==> src/common/rv_isa_pkg.sv <==
package rv_isa_pkg;

    // major opcodes, rv32i base set only
    localparam logic [6:0] OPC_OP     = 7'b0110011; // register-register alu
    localparam logic [6:0] OPC_OP_IMM = 7'b0010011; // register-immediate alu
    localparam logic [6:0] OPC_LUI    = 7'b0110111;
    localparam logic [6:0] OPC_AUIPC  = 7'b0010111;
    localparam logic [6:0] OPC_JAL    = 7'b1101111;
    localparam logic [6:0] OPC_JALR   = 7'b1100111;
    localparam logic [6:0] OPC_BRANCH = 7'b1100011;
    localparam logic [6:0] OPC_SYSTEM = 7'b1110011; // ecall and ebreak

    // funct3 for arithmetic and logic
    localparam logic [2:0] F3_ADD  = 3'b000; // add, sub, addi
    localparam logic [2:0] F3_SLL  = 3'b001;
    localparam logic [2:0] F3_SLT  = 3'b010;
    localparam logic [2:0] F3_SLTU = 3'b011;
    localparam logic [2:0] F3_XOR  = 3'b100;
    localparam logic [2:0] F3_SR   = 3'b101; // srl and sra
    localparam logic [2:0] F3_OR   = 3'b110;
    localparam logic [2:0] F3_AND  = 3'b111;

    // funct3 for conditional branches
    localparam logic [2:0] F3_BEQ  = 3'b000;
    localparam logic [2:0] F3_BNE  = 3'b001;
    localparam logic [2:0] F3_BLT  = 3'b100;
    localparam logic [2:0] F3_BGE  = 3'b101;
    localparam logic [2:0] F3_BLTU = 3'b110;
    localparam logic [2:0] F3_BGEU = 3'b111;

    localparam logic [31:0] NOP_INSTR = 32'h0000_0013; // addi x0, x0, 0

    typedef struct packed {
        logic [6:0] funct7;
        logic [4:0] rs2;
        logic [4:0] rs1;
        logic [2:0] funct3;
        logic [4:0] rd;
        logic [6:0] opcode;
    } rv_r_fmt_t;

    typedef struct packed {
        logic [11:0] imm;     // imm[11:0]
        logic [4:0]  rs1;
        logic [2:0]  funct3;
        logic [4:0]  rd;
        logic [6:0]  opcode;
    } rv_i_fmt_t;

    typedef struct packed {
        logic [6:0] imm_11_5;
        logic [4:0] rs2;
        logic [4:0] rs1;
        logic [2:0] funct3;
        logic [4:0] imm_4_0;
        logic [6:0] opcode;
    } rv_s_fmt_t;

    typedef struct packed {
        logic       imm_12;   // sign bit
        logic [5:0] imm_10_5;
        logic [4:0] rs2;
        logic [4:0] rs1;
        logic [2:0] funct3;
        logic [3:0] imm_4_1;
        logic       imm_11;
        logic [6:0] opcode;
    } rv_b_fmt_t;

    typedef struct packed {
        logic [19:0] imm_31_12;
        logic [4:0]  rd;
        logic [6:0]  opcode;
    } rv_u_fmt_t;

    typedef struct packed {
        logic       imm_20;   // sign bit
        logic [9:0] imm_10_1;
        logic       imm_11;
        logic [7:0] imm_19_12;
        logic [4:0] rd;
        logic [6:0] opcode;
    } rv_j_fmt_t;

    // one instruction word, six ways to read it
    typedef union packed {
        rv_r_fmt_t r;
        rv_i_fmt_t i;
        rv_s_fmt_t s;
        rv_b_fmt_t b;
        rv_u_fmt_t u;
        rv_j_fmt_t j;
    } rv_instr_u;

endpackage

==> src/common/exec_cfg_pkg.sv <==
package exec_cfg_pkg;

    localparam int XLEN   = 32; // datapath width
    localparam int REG_AW = 5;  // register index width, x0..x31

    // operation classes seen by the evaluators and writeback
    localparam logic [2:0] OPC_CLS_ALU    = 3'd0; // op and op-imm
    localparam logic [2:0] OPC_CLS_UPPER  = 3'd1; // lui, auipc
    localparam logic [2:0] OPC_CLS_JUMP   = 3'd2; // jal, jalr
    localparam logic [2:0] OPC_CLS_BRANCH = 3'd3; // conditional branches
    localparam logic [2:0] OPC_CLS_HALT   = 3'd4; // ecall / ebreak
    localparam logic [2:0] OPC_CLS_NONE   = 3'd5; // unknown opcode, no effect

endpackage

==> src/common/operand_if.sv <==
interface operand_if;
    import exec_cfg_pkg::*;

    logic [XLEN-1:0]   rs1_val;  // register file read port a
    logic [XLEN-1:0]   rs2_val;  // register file read port b
    logic [XLEN-1:0]   imm;      // sign extended, format already resolved
    logic [XLEN-1:0]   pc;       // pc of the instruction in the stage
    logic [2:0]        funct3;
    logic              alt;      // sub / sra, also lui within upper, jalr within jump
    logic              use_imm;  // alu operand b from imm
    logic [2:0]        op_cls;
    logic [REG_AW-1:0] rd_addr;

    modport src (
        output rs1_val, rs2_val, imm, pc, funct3, alt, use_imm, op_cls, rd_addr
    );

    modport sink (
        input rs1_val, rs2_val, imm, pc, funct3, alt, use_imm, op_cls, rd_addr
    );

endinterface

==> src/common/writeback_if.sv <==
interface writeback_if;
    import exec_cfg_pkg::*;

    logic              advance;  // instruction leaves, next one loads
    logic              rd_we;    // qualified with advance already
    logic [REG_AW-1:0] rd_addr;
    logic [XLEN-1:0]   rd_data;

    modport ctrl (
        output advance, rd_we, rd_addr, rd_data
    );

    modport regs (
        input advance, rd_we, rd_addr, rd_data
    );

endinterface

==> src/exec/operand_fetch.sv <==
module operand_fetch #(
    parameter int NUM_REGS = 32
) (
    input  logic                             clk,
    input  logic                             rst_n,
    input  logic [exec_cfg_pkg::XLEN-1:0]    instr_i,
    input  logic [exec_cfg_pkg::XLEN-1:0]    pc_i,
    writeback_if.regs                        wb,
    operand_if.src                           ops,
    input  logic [exec_cfg_pkg::REG_AW-1:0]  dbg_addr_i,
    output logic [exec_cfg_pkg::XLEN-1:0]    dbg_data_o
);
    import exec_cfg_pkg::*;
    import rv_isa_pkg::*;

    localparam int IDX_W = $clog2(NUM_REGS); // 5 for rv32i, 4 for rv32e

    rv_instr_u       instr_q;               // instruction in the stage
    logic [XLEN-1:0] pc_q;
    logic [XLEN-1:0] rf_q [NUM_REGS];       // x0 never written

    logic [REG_AW-1:0] rs1;
    logic [REG_AW-1:0] rs2;
    logic [XLEN-1:0]   imm_i;
    logic [XLEN-1:0]   imm_b;
    logic [XLEN-1:0]   imm_u;
    logic [XLEN-1:0]   imm_j;

    always_ff @(posedge clk or negedge rst_n) begin
        if (!rst_n) begin
            instr_q <= NOP_INSTR;
            pc_q    <= '0;
        end else if (wb.advance) begin       // held under stall or back-pressure
            instr_q <= instr_i;
            pc_q    <= pc_i;
        end
    end

    // single write port, x0 and out of range indices dropped
    always_ff @(posedge clk or negedge rst_n) begin
        if (!rst_n) begin
            for (int k = 0; k < NUM_REGS; k++) begin
                rf_q[k] <= '0;
            end
        end else if (wb.advance && wb.rd_we && wb.rd_addr != '0 && wb.rd_addr < NUM_REGS) begin
            rf_q[wb.rd_addr[IDX_W-1:0]] <= wb.rd_data;
        end
    end

    assign rs1 = instr_q.r.rs1;
    assign rs2 = instr_q.r.rs2;

    // read ports, indices past NUM_REGS read as zero
    assign ops.rs1_val = (rs1 < NUM_REGS) ? rf_q[rs1[IDX_W-1:0]] : '0;
    assign ops.rs2_val = (rs2 < NUM_REGS) ? rf_q[rs2[IDX_W-1:0]] : '0;
    assign dbg_data_o  = (dbg_addr_i < NUM_REGS) ? rf_q[dbg_addr_i[IDX_W-1:0]] : '0;

    // immediates per format view
    assign imm_i = {{(XLEN-12){instr_q.i.imm[11]}}, instr_q.i.imm};
    assign imm_b = {{(XLEN-13){instr_q.b.imm_12}}, instr_q.b.imm_12, instr_q.b.imm_11,
                    instr_q.b.imm_10_5, instr_q.b.imm_4_1, 1'b0};
    assign imm_u = {instr_q.u.imm_31_12, 12'b0};            // low 12 bits zero
    assign imm_j = {{(XLEN-21){instr_q.j.imm_20}}, instr_q.j.imm_20, instr_q.j.imm_19_12,
                    instr_q.j.imm_11, instr_q.j.imm_10_1, 1'b0};

    assign ops.pc      = pc_q;
    assign ops.funct3  = instr_q.r.funct3;
    assign ops.rd_addr = instr_q.r.rd;

    // opcode to class, immediate select, variant bit
    always_comb begin
        ops.op_cls  = OPC_CLS_NONE;
        ops.use_imm = 1'b0;
        ops.alt     = 1'b0;
        ops.imm     = '0;
        case (instr_q.r.opcode)
            OPC_OP: begin
                ops.op_cls = OPC_CLS_ALU;
                ops.alt    = instr_q.r.funct7[5];       // sub, sra
            end
            OPC_OP_IMM: begin
                ops.op_cls  = OPC_CLS_ALU;
                ops.use_imm = 1'b1;
                ops.imm     = imm_i;
                ops.alt     = (instr_q.i.funct3 == F3_SR) && instr_q.i.imm[10]; // srai only
            end
            OPC_LUI: begin
                ops.op_cls = OPC_CLS_UPPER;
                ops.imm    = imm_u;
                ops.alt    = 1'b1;                      // no pc added
            end
            OPC_AUIPC: begin
                ops.op_cls = OPC_CLS_UPPER;
                ops.imm    = imm_u;
            end
            OPC_JAL: begin
                ops.op_cls = OPC_CLS_JUMP;
                ops.imm    = imm_j;
            end
            OPC_JALR: begin
                ops.op_cls = OPC_CLS_JUMP;
                ops.imm    = imm_i;
                ops.alt    = 1'b1;                      // target from rs1
            end
            OPC_BRANCH: begin
                ops.op_cls = OPC_CLS_BRANCH;
                ops.imm    = imm_b;
            end
            OPC_SYSTEM: ops.op_cls = OPC_CLS_HALT;      // ecall and ebreak alike
            default: ops.op_cls = OPC_CLS_NONE;
        endcase
    end

endmodule

==> src/exec/alu.sv <==
module alu (
    operand_if.sink                        ops,
    output logic [exec_cfg_pkg::XLEN-1:0]  alu_result_o
);
    import exec_cfg_pkg::*;
    import rv_isa_pkg::*;

    logic [XLEN-1:0] op_a;
    logic [XLEN-1:0] op_b;
    logic [4:0]      shamt;     // rs2[4:0] or imm[4:0]
    logic            lt_s;
    logic            lt_u;

    assign op_a  = ops.rs1_val;
    assign op_b  = ops.use_imm ? ops.imm : ops.rs2_val;
    assign shamt = op_b[4:0];

    // compares shared by slt/slti and sltu/sltiu
    assign lt_s = $signed(op_a) < $signed(op_b);
    assign lt_u = op_a < op_b;  // imm already sign extended, compared unsigned

    always_comb begin
        case (ops.funct3)
            F3_ADD: begin
                if (ops.alt) begin
                    alu_result_o = op_a - op_b;         // sub
                end else begin
                    alu_result_o = op_a + op_b;         // add, addi
                end
            end
            F3_SLL: alu_result_o = op_a << shamt;
            F3_SLT: alu_result_o = {{(XLEN-1){1'b0}}, lt_s};
            F3_SLTU: alu_result_o = {{(XLEN-1){1'b0}}, lt_u};
            F3_XOR: alu_result_o = op_a ^ op_b;
            F3_SR: begin
                if (ops.alt) begin
                    alu_result_o = $signed(op_a) >>> shamt; // sign fill
                end else begin
                    alu_result_o = op_a >> shamt;
                end
            end
            F3_OR: alu_result_o = op_a | op_b;
            F3_AND: alu_result_o = op_a & op_b;
            default: alu_result_o = '0;
        endcase
    end

endmodule

==> src/exec/branch_unit.sv <==
module branch_unit (
    operand_if.sink                        ops,
    output logic                           taken_o,
    output logic [exec_cfg_pkg::XLEN-1:0]  target_o
);
    import exec_cfg_pkg::*;
    import rv_isa_pkg::*;

    logic            eq;
    logic            lt_s;
    logic            lt_u;
    logic            cond;      // branch condition per funct3
    logic [XLEN-1:0] pc_rel;    // branches and jal
    logic [XLEN-1:0] reg_rel;   // jalr

    assign eq   = ops.rs1_val == ops.rs2_val;
    assign lt_s = $signed(ops.rs1_val) < $signed(ops.rs2_val);
    assign lt_u = ops.rs1_val < ops.rs2_val;

    always_comb begin
        case (ops.funct3)
            F3_BEQ:  cond = eq;
            F3_BNE:  cond = !eq;
            F3_BLT:  cond = lt_s;
            F3_BGE:  cond = !lt_s;
            F3_BLTU: cond = lt_u;
            F3_BGEU: cond = !lt_u;  // rs1 >= rs2 unsigned
            default: cond = 1'b0;   // 010, 011 not branches
        endcase
    end

    assign pc_rel  = ops.pc + ops.imm;
    assign reg_rel = ops.rs1_val + ops.imm;

    // jumps always taken, branches on condition
    assign taken_o = (ops.op_cls == OPC_CLS_JUMP) ||
                     (ops.op_cls == OPC_CLS_BRANCH && cond);

    assign target_o = (ops.op_cls == OPC_CLS_JUMP && ops.alt)
                      ? {reg_rel[XLEN-1:1], 1'b0}     // jalr clears bit 0
                      : pc_rel;

endmodule

==> src/exec/writeback_ctrl.sv <==
module writeback_ctrl (
    input  logic                           clk,
    input  logic                           rst_n,
    input  logic                           valid_i,
    operand_if.sink                        ops,
    input  logic [exec_cfg_pkg::XLEN-1:0]  alu_result_i,
    input  logic                           taken_i,
    input  logic [exec_cfg_pkg::XLEN-1:0]  target_i,
    writeback_if.ctrl                      wb,
    output logic                           accept_o,
    output logic                           jump_o,
    output logic [exec_cfg_pkg::XLEN-1:0]  jump_pc_o,
    output logic                           halted_o
);
    import exec_cfg_pkg::*;

    logic jump_pending_q;   // jump strobe already given for this instruction
    logic halted_q;         // sticky until reset
    logic is_halt;
    logic writes_rd;

    assign is_halt = ops.op_cls == OPC_CLS_HALT;

    // strobe once per taken transfer, then let it leave
    assign jump_o    = taken_i && !jump_pending_q;
    assign jump_pc_o = target_i;

    // ecall blocks from the cycle it sits in the stage
    assign accept_o = valid_i && !jump_o && !is_halt && !halted_q;
    assign halted_o = halted_q;

    always_ff @(posedge clk or negedge rst_n) begin
        if (!rst_n) begin
            jump_pending_q <= 1'b0;
            halted_q       <= 1'b0;
        end else begin
            if (jump_o) begin
                jump_pending_q <= 1'b1;
            end else if (accept_o) begin
                jump_pending_q <= 1'b0;     // cleared when the jump retires
            end
            if (is_halt) begin
                halted_q <= 1'b1;
            end
        end
    end

    assign writes_rd = (ops.op_cls == OPC_CLS_ALU) ||
                       (ops.op_cls == OPC_CLS_UPPER) ||
                       (ops.op_cls == OPC_CLS_JUMP);

    assign wb.advance = accept_o;
    assign wb.rd_we   = accept_o && writes_rd;  // write at the leaving edge
    assign wb.rd_addr = ops.rd_addr;

    // destination value by class
    always_comb begin
        case (ops.op_cls)
            OPC_CLS_ALU: wb.rd_data = alu_result_i;
            OPC_CLS_UPPER: begin
                if (ops.alt) begin
                    wb.rd_data = ops.imm;               // lui
                end else begin
                    wb.rd_data = ops.pc + ops.imm;      // auipc
                end
            end
            OPC_CLS_JUMP: wb.rd_data = ops.pc + XLEN'(4); // link
            default: wb.rd_data = '0;                   // no write
        endcase
    end

endmodule

==> src/source/exec_stage.sv <==
module exec_stage #(
    parameter int NUM_REGS = 32     // 16 for an rv32e register file
) (
    input  logic                             clk,
    input  logic                             rst_n,
    input  logic [exec_cfg_pkg::XLEN-1:0]    instr_i,
    input  logic [exec_cfg_pkg::XLEN-1:0]    pc_i,
    input  logic                             valid_i,
    input  logic [exec_cfg_pkg::REG_AW-1:0]  dbg_addr_i,
    output logic                             accept_o,
    output logic                             jump_o,
    output logic [exec_cfg_pkg::XLEN-1:0]    jump_pc_o,
    output logic                             halted_o,
    output logic [exec_cfg_pkg::XLEN-1:0]    dbg_data_o
);
    import exec_cfg_pkg::*;

    operand_if   ops_if ();         // decoded operands, level only
    writeback_if wb_if ();          // write and advance back to fetch

    logic [XLEN-1:0] alu_result;
    logic            br_taken;
    logic [XLEN-1:0] br_target;

    operand_fetch #(
        .NUM_REGS (NUM_REGS)
    ) u_operand_fetch (
        .clk        (clk),
        .rst_n      (rst_n),
        .instr_i    (instr_i),
        .pc_i       (pc_i),
        .wb         (wb_if.regs),
        .ops        (ops_if.src),
        .dbg_addr_i (dbg_addr_i),
        .dbg_data_o (dbg_data_o)
    );

    alu u_alu (
        .ops          (ops_if.sink),
        .alu_result_o (alu_result)
    );

    branch_unit u_branch_unit (
        .ops      (ops_if.sink),
        .taken_o  (br_taken),
        .target_o (br_target)
    );

    writeback_ctrl u_writeback_ctrl (
        .clk          (clk),
        .rst_n        (rst_n),
        .valid_i      (valid_i),
        .ops          (ops_if.sink),
        .alu_result_i (alu_result),
        .taken_i      (br_taken),
        .target_i     (br_target),
        .wb           (wb_if.ctrl),
        .accept_o     (accept_o),
        .jump_o       (jump_o),
        .jump_pc_o    (jump_pc_o),
        .halted_o     (halted_o)
    );

endmodule

==> config.mk <==
export PLATFORM = sky130hd
export DESIGN_NAME = exec_stage
export DESIGN_NICKNAME = d
export VERILOG_FILES = /design/src/common/rv_isa_pkg.sv /design/src/common/exec_cfg_pkg.sv /design/src/common/operand_if.sv /design/src/common/writeback_if.sv /design/src/exec/operand_fetch.sv /design/src/exec/alu.sv /design/src/exec/branch_unit.sv /design/src/exec/writeback_ctrl.sv /design/src/source/exec_stage.sv
export SDC_FILE = /design/constraint.sdc
export NUM_CORES = 2
export LEC_CHECK = 0
export BUFFER_PORTS_ARGS = -buffer_cell sky130_fd_sc_hd__buf_2
export CAP_MARGIN = 40
export CORE_ASPECT_RATIO = 1.75
export CORE_MARGIN = 3
export CORE_UTILIZATION = 59
export CTS_CLUSTER_SIZE = 12
export DETAILED_ROUTE_END_ITERATION = 8
export GPL_ROUTABILITY_DRIVEN = 0
export PLACE_DENSITY = 0.77
export SLEW_MARGIN = 15
export SYNTH_ARGS = -nofsm -noshare
export SYNTH_HDL_FRONTEND = slang
export SYNTH_SLANG_ARGS = --single-unit
==> constraint.sdc <==
create_clock -name clk -period 6.8 [get_ports clk]
set_clock_uncertainty 0.2 [all_clocks]
set_input_delay 1.02 -clock clk [delete_from_list [all_inputs] [get_ports clk]]
set_output_delay 1.02 -clock clk [all_outputs]
set_load 0.005 [all_outputs]
==> summary.txt, run 1 <==
Synthesis
  – Cells after Synth: 7792
  – Net Count, Synth: 8055
  – FF+latch count, synth: 1090
  – Synth top area cells: dfrtp_1 (34%), mux4_2 (20%), mux2i_1 (5.6%)
  – Synthesized area per cell: 10.40 um^2
  – Synth top area share: 0.3358
  – Sequential area share after synthesis: 0.3368
  – Yosys top cell by area: dfrtp_1
  – Total of warnings raised by yosys: 0
  – Mapped Area: 81010 um^2
  – Synth async-reset ratio: 1.000
  – EDFF count, synth: 0
  – Synth cell types: 127
  – Main synth FF type: dfrtp_1

Placed design
  – Port Buffers: 138
  – Detail Placement HPWL: 261500 um
  – Pre-CTS WS: -0.1386 ns

GRT
  – Largest net degree at the start of global routing: 158
  – Total track usage: 0.6380
  – Number of global-route vias before repair: 85660
  – Total gr overflow: 5
  – First-pass GRT wire length: 639500 um

Clocking
  – Hold buffer count at cts: 0
  – Clock Tree Buf Depth: 3
  – CTS sink count: 1090
  – H-tree depth: 3
  – Root buf cell: clkbuf_16
  – Number of CTS-inserted buffers: 106

Floorplan
  – Die W: 286.1 um
  – Initial core utilization: 0.5949
  – Die Y-Extent: 496.2 um
  – I/O pins: 139
  – Std-Cell Rows: 179

Outcome
  – Failing step: global routing
  – Outcome: stopped before the end
  – Tool error: [ERROR GRT-0116] Global routing finished with congestion. Check the congestion regions in the DRC Viewer.
[cells by family after synthesis]
family                   after synthesis  share of synthesized area
AO/OA/AOI/OAI                       2122                     0.1690
AND/OR/NAND/NOR                     1888                     0.1049
multiplexers                        1459                     0.2955
flip-flops                          1090                     0.3368
buffers and inverters                945                    0.05343
adder cells (fa/ha/maj)              191                    0.02987
XOR/XNOR                              97                    0.01049
[per-stage QoR]
stage | std cells | hold slack, ns | TNS (ns) | utilization | area, um^2
3_5_place_dp | 9578 | 0.2075 | -3.760 | 0.6385 | 86950
3_3_place_gp | 9565 | 0.1996 | -1.849 | 0.6376 | 86820
2_1_floorplan | 7792 | 0.2618 | 0 | - | 81010
4_1_cts | 9780 | 0.06950 | -0.05584 | 0.6697 | 91190
[synth_stat cells, drive strengths merged (122+ instances only)]
| cell type | instances |
|---|---|
| a21oi | 393 |
| ha | 187 |
| nand3 | 146 |
| buf | 304 |
| inv | 147 |
| nor2 | 510 |
| mux2i | 453 |
| o21ai | 740 |
| a31oi | 151 |
| a22oi | 186 |
| mux4 | 717 |
| clkbuf | 489 |
| mux2 | 289 |
| o31ai | 122 |
| nand2 | 798 |
| dfrtp | 1087 |
[repair_timing]
| item | in CTS |
|---|---|
| pin swaps | 10 |
| buffers inserted | 39 |
| resized for setup | 76 |
| gates cloned | 15 |
| setup endpoints to repair | 64 |
[per-layer routing]
layer,track usage,overflow
met1,0.5974,0
met2,0.8033,1
met3,0.5269,0
met4,0.6244,4
met5,0.3422,0
==> run 2, diff against run 1 <==
--- a/config.mk
+++ b/config.mk
@@ -7,13 +7,11 @@
 export LEC_CHECK = 0
 export BUFFER_PORTS_ARGS = -buffer_cell sky130_fd_sc_hd__buf_2
 export CAP_MARGIN = 40
-export CORE_ASPECT_RATIO = 1.75
 export CORE_MARGIN = 3
-export CORE_UTILIZATION = 59
-export CTS_CLUSTER_SIZE = 12
+export CORE_UTILIZATION = 40
 export DETAILED_ROUTE_END_ITERATION = 8
 export GPL_ROUTABILITY_DRIVEN = 0
-export PLACE_DENSITY = 0.77
+export PLACE_DENSITY_LB_ADDON = 0.15
 export SLEW_MARGIN = 15
 export SYNTH_ARGS = -nofsm -noshare
 export SYNTH_HDL_FRONTEND = slang
==> constraint.sdc (replaced) <==
create_clock -name clk -period 8.8 [get_ports clk]
set_clock_uncertainty 0.2 [all_clocks]
set_input_delay 1.32 -clock clk [delete_from_list [all_inputs] [get_ports clk]]
set_output_delay 1.32 -clock clk [all_outputs]
set_load 0.005 [all_outputs]
==> summary.txt, run 2 <==
Critical path
  – Startpoint Class: flop
  – Slowest cell on the critical path: dfrtp_4
  – Reg-to-Reg End: u_operand_fetch.rf_q[663]$_DFFE_PN0P_
  – Crit-path cells: buf_12 > mux4_2 > a22oi_1 > and4_1 > inv_2 > ha_1 > or4_1 > o21ai_1 > a41oi_1 > o21ai_0 > a21oi_1 > o21a_1 > o31ai_1 > a21boi_0 > or3_1 > a31o_2 > buf_2
  – Critical Path RT: 7.28 ns
  – Arrival time at the worst endpoint: 6.99 ns
  – Flop-to-flop setup slack: 0.92 ns
  – Crit path max fanout: 33
  – R2R Path Start: u_operand_fetch.instr_q[20]$_DFFE_PN0P_
  – Kind of critical path: flop to output pin
  – Crit end category: output pin
  – FF-to-FF path depth: 21
  – Critical Path Max Stage Delay: 0.71 ns

Clocking
  – CTS tree: built
  – Root buf cell: clkbuf_16 (unchanged)
  – Clock Tree Buf Depth: 3 (unchanged)
  – Number of CTS-inserted buffers: 133 (was 106)
  – CTS sink count: 1090 (unchanged)
  – H-tree depth: 4 (was 3)
  – Clk Latency, worst-skew pair: 0.87 ns
  – Clk slew on worst S/H paths: 0.06 ns

Power and ir drop
  – Leak: 0.03795 uW
  – Pwr Total: 29920 uW
  – Maximum vdd drop: 0.2961 mV
  – Pwr Density: 330.0 nW/um^2

Synthesis
  – Synth top area share: 0.3358 (unchanged)
  – Top cells by count, synth: dfrtp_1 (1087), nand2_1 (797), mux4_2 (717) (unchanged)
  – Total of warnings raised by yosys: 0 (unchanged)
  – Cells after Synth: 7792 (unchanged)
  – Sequential area share after synthesis: 0.3368 (unchanged)
  – Main synth FF type: dfrtp_1 (unchanged)
  – Synth cell types: 127 (unchanged)
  – Count leader, synth: dfrtp_1 (unchanged)
  – Yosys top cell by area: dfrtp_1 (unchanged)
  – Net Count, Synth: 8055 (unchanged)
  – FF+latch count, synth: 1090 (unchanged)
  – Mapped Area: 81010 um^2 (unchanged)
  – Synth async-reset ratio: 1.000 (unchanged)
  – EDFF count, synth: 0 (unchanged)
  – Synth top area cells: dfrtp_1 (34%), mux4_2 (20%), mux2i_1 (5.6%) (unchanged)
  – Synthesized area per cell: 10.40 um^2 (unchanged)

GRT
  – Initial antenna violation count: 32
  – Number of global-route vias before repair: 69740
  – Total track usage: 0.3591
  – Met3 GRT Util: 0.1197
  – Met2 GRT Util: 0.5186
  – First-pass GRT wire length: 540300 um
  – Met1 GRT Util: 0.4638
  – Total gr overflow: 0
  – Largest net degree at the start of global routing: 161
  – Busiest grt layer: met2

Floorplan
  – Die Y-Extent: 456.0 um (was 496.2 um)
  – Core Footprint: 200500 um^2
  – I/O pins: 139 (unchanged)
  – Initial core utilization: 0.4041 (was 0.5949)
  – Die W: 456.0 um (was 286.1 um)
  – Std-Cell Rows: 164 (was 179)
  – Die area: 208000 um^2

Timing
  – Slew @ Worst Pin: 1.063 ns
  – Final WS setup: 0.2906 ns
  – Unrepaired setup endpoints after global routing: false
  – Final min period: 8.509 ns
  – Part of the cycle the worst path needs: 0.9670
  – Normalized max-slew margin: 0.2913
  – Fmax: 117.5 MHz
  – Count of pins over their slew limit: 0
  – TNS Setup: 0 ns
  – Final setup vio count: 0
  – Hold Violations, Final: 0

Route
  – DR pass1 iterations: 9
  – Initial DRC Count: 11510
  – Routed vias: 73100
  – Wire length per cell: 36.66 um
  – Remaining antenna violation count: 0
  – DRC errors left: 2
  – Total Routed Length: 383800 um
  – Vias per std cell: 6.981

Placed design
  – Port Buffers: 138 (unchanged)
  – Detail Placement HPWL: 265100 um (was 261500 um)
  – Pre-CTS WS: 0.7438 ns (was -0.1386 ns)
  – Placed Cells: 10200 (was 9578)
  – Placed cell area: 85760 um^2 (was 86950 um^2)

Layout
  – Area growth, synth to finish: 11.94%
  – Multi-input logic area: 49900 um^2
  – Most frequent cells in the layout: dfrtp_1 (1078), nand2_1 (794), mux4_2 (717)
  – Commonest non-fill, non-tap cell in the layout: dfrtp_1
  – # fillers: 18740
  – Nets: 7952
  – Design Area, Final: 90680 um^2
  – Max FFs per register: 1024
  – Seq. cell area: 27310 um^2
  – Non-filler cells, final: 10470
  – Largest Register: u_operand_fetch.rf_q
  – Share of layout cells above drive strength 1: 0.2634

Flow run
  – Max Cap Viol: 0

Min path
  – Worst Hold Depth: 0
  – Hold Path Origin: u_operand_fetch.rf_q[1003]$_DFFE_PN0P_
  – Hold WC Path Type: flop to flop
  – WHS Endpoint: u_operand_fetch.rf_q[1003]$_DFFE_PN0P_

Outcome
  – Outcome: complete, but fails checks (was stopped before the end)
  – Violated checks: DRC
## run 2: cell counts after synthesis
No cell type changed its count.
## run 2: logic make-up (layout without fill, tap and decap cells)
family | after synthesis | after routing | share of synthesized area
multiplexers | 1459 | 1459 | 0.2955
XOR/XNOR | 97 | 97 | 0.01049
adder cells (fa/ha/maj) | 191 | 191 | 0.02987
flip-flops | 1090 | 1090 | 0.3368
AO/OA/AOI/OAI | 2122 | 2122 | 0.1690
other | 0 | 24 | 0
AND/OR/NAND/NOR | 1888 | 1888 | 0.1049
buffers and inverters | 945 | 944 | 0.05343
## run 2: cell type report
cell class,instances,area share
diodes,24,0.0006623
clock buffers,181,0.04182
clock inverters,56,0.008955
inverters,152,0.006416
multi-input cells,5757,0.5503
flip-flops and latches,1090,0.3012
well taps,2656,0.03665
repair buffers,555,0.05402
## run 2: metrics by stage
step	util	hold WS [ns]
finish	0.4523	0.2192
global route	0.4521	0.2322
CTS	0.4508	0.2188
detailed placement	0.4278	0.2049
global placement	0.4250	0.2008
floorplan	-	0.2618
## run 2: critical path: cells and delay by family (launching register included)
| kind | cells | cell delay [ns] |
|---|---|---|
| compound gates | 9 | 2.38 |
| simple gates | 3 | 1.35 |
| buf+inv | 3 | 0.72 |
| flops | 1 | 0.71 |
| mux | 1 | 0.60 |
| fa+ha+maj | 1 | 0.30 |
## run 2: worst max-delay path by stage
| stage | start | to | slack [ns] | cells past startpoint |
|---|---|---|---|---|
| 3_5_place_dp | u_operand_fetch.instr_q[17]$_DFFE_PN0P_ | jump_pc_o[31] | 0.74 | 20 |
| 5_1_grt | u_operand_fetch.instr_q[16]$_DFFE_PN0P_ | jump_pc_o[28] | 0.02 | 19 |
| 3_3_place_gp | u_operand_fetch.instr_q[17]$_DFFE_PN0P_ | jump_pc_o[31] | 0.82 | 20 |
| 2_1_floorplan | u_operand_fetch.instr_q[20]$_DFFE_PN0P_ | accept_o | 1.76 | 20 |
| 6_report | u_operand_fetch.instr_q[16]$_DFFE_PN0P_ | jump_pc_o[28] | 0.29 | 17 |
| 4_1_cts | u_operand_fetch.instr_q[17]$_DFFE_PN0P_ | jump_pc_o[28] | 0.06 | 21 |
## run 2: metal layers
metal	vias up	routed length, um
met5	-	120
met4	16	28530
met3	1374	48370
met2	5510	162500
met1	36760	144300
li1	29440	-
## run 2: what timing repair did
| action | 4_1_cts | 5_1_grt |
|---|---|---|
| pin swaps | 0 | 0 |
| hold buffers | 0 | 0 |
| buffers inserted | 0 | 4 |
| resized for setup | 1 | 6 |
| setup endpoints to repair | 2 | 4 |
## run 2: power breakdown
group          total [uW]  internal (uW)  switching [uW]
clock network        5900           3460            2440
logic               17900           5880           12000
registers            6130           5360             766
total               29900          14700           15200
Power figures use the tool's default switching activity.
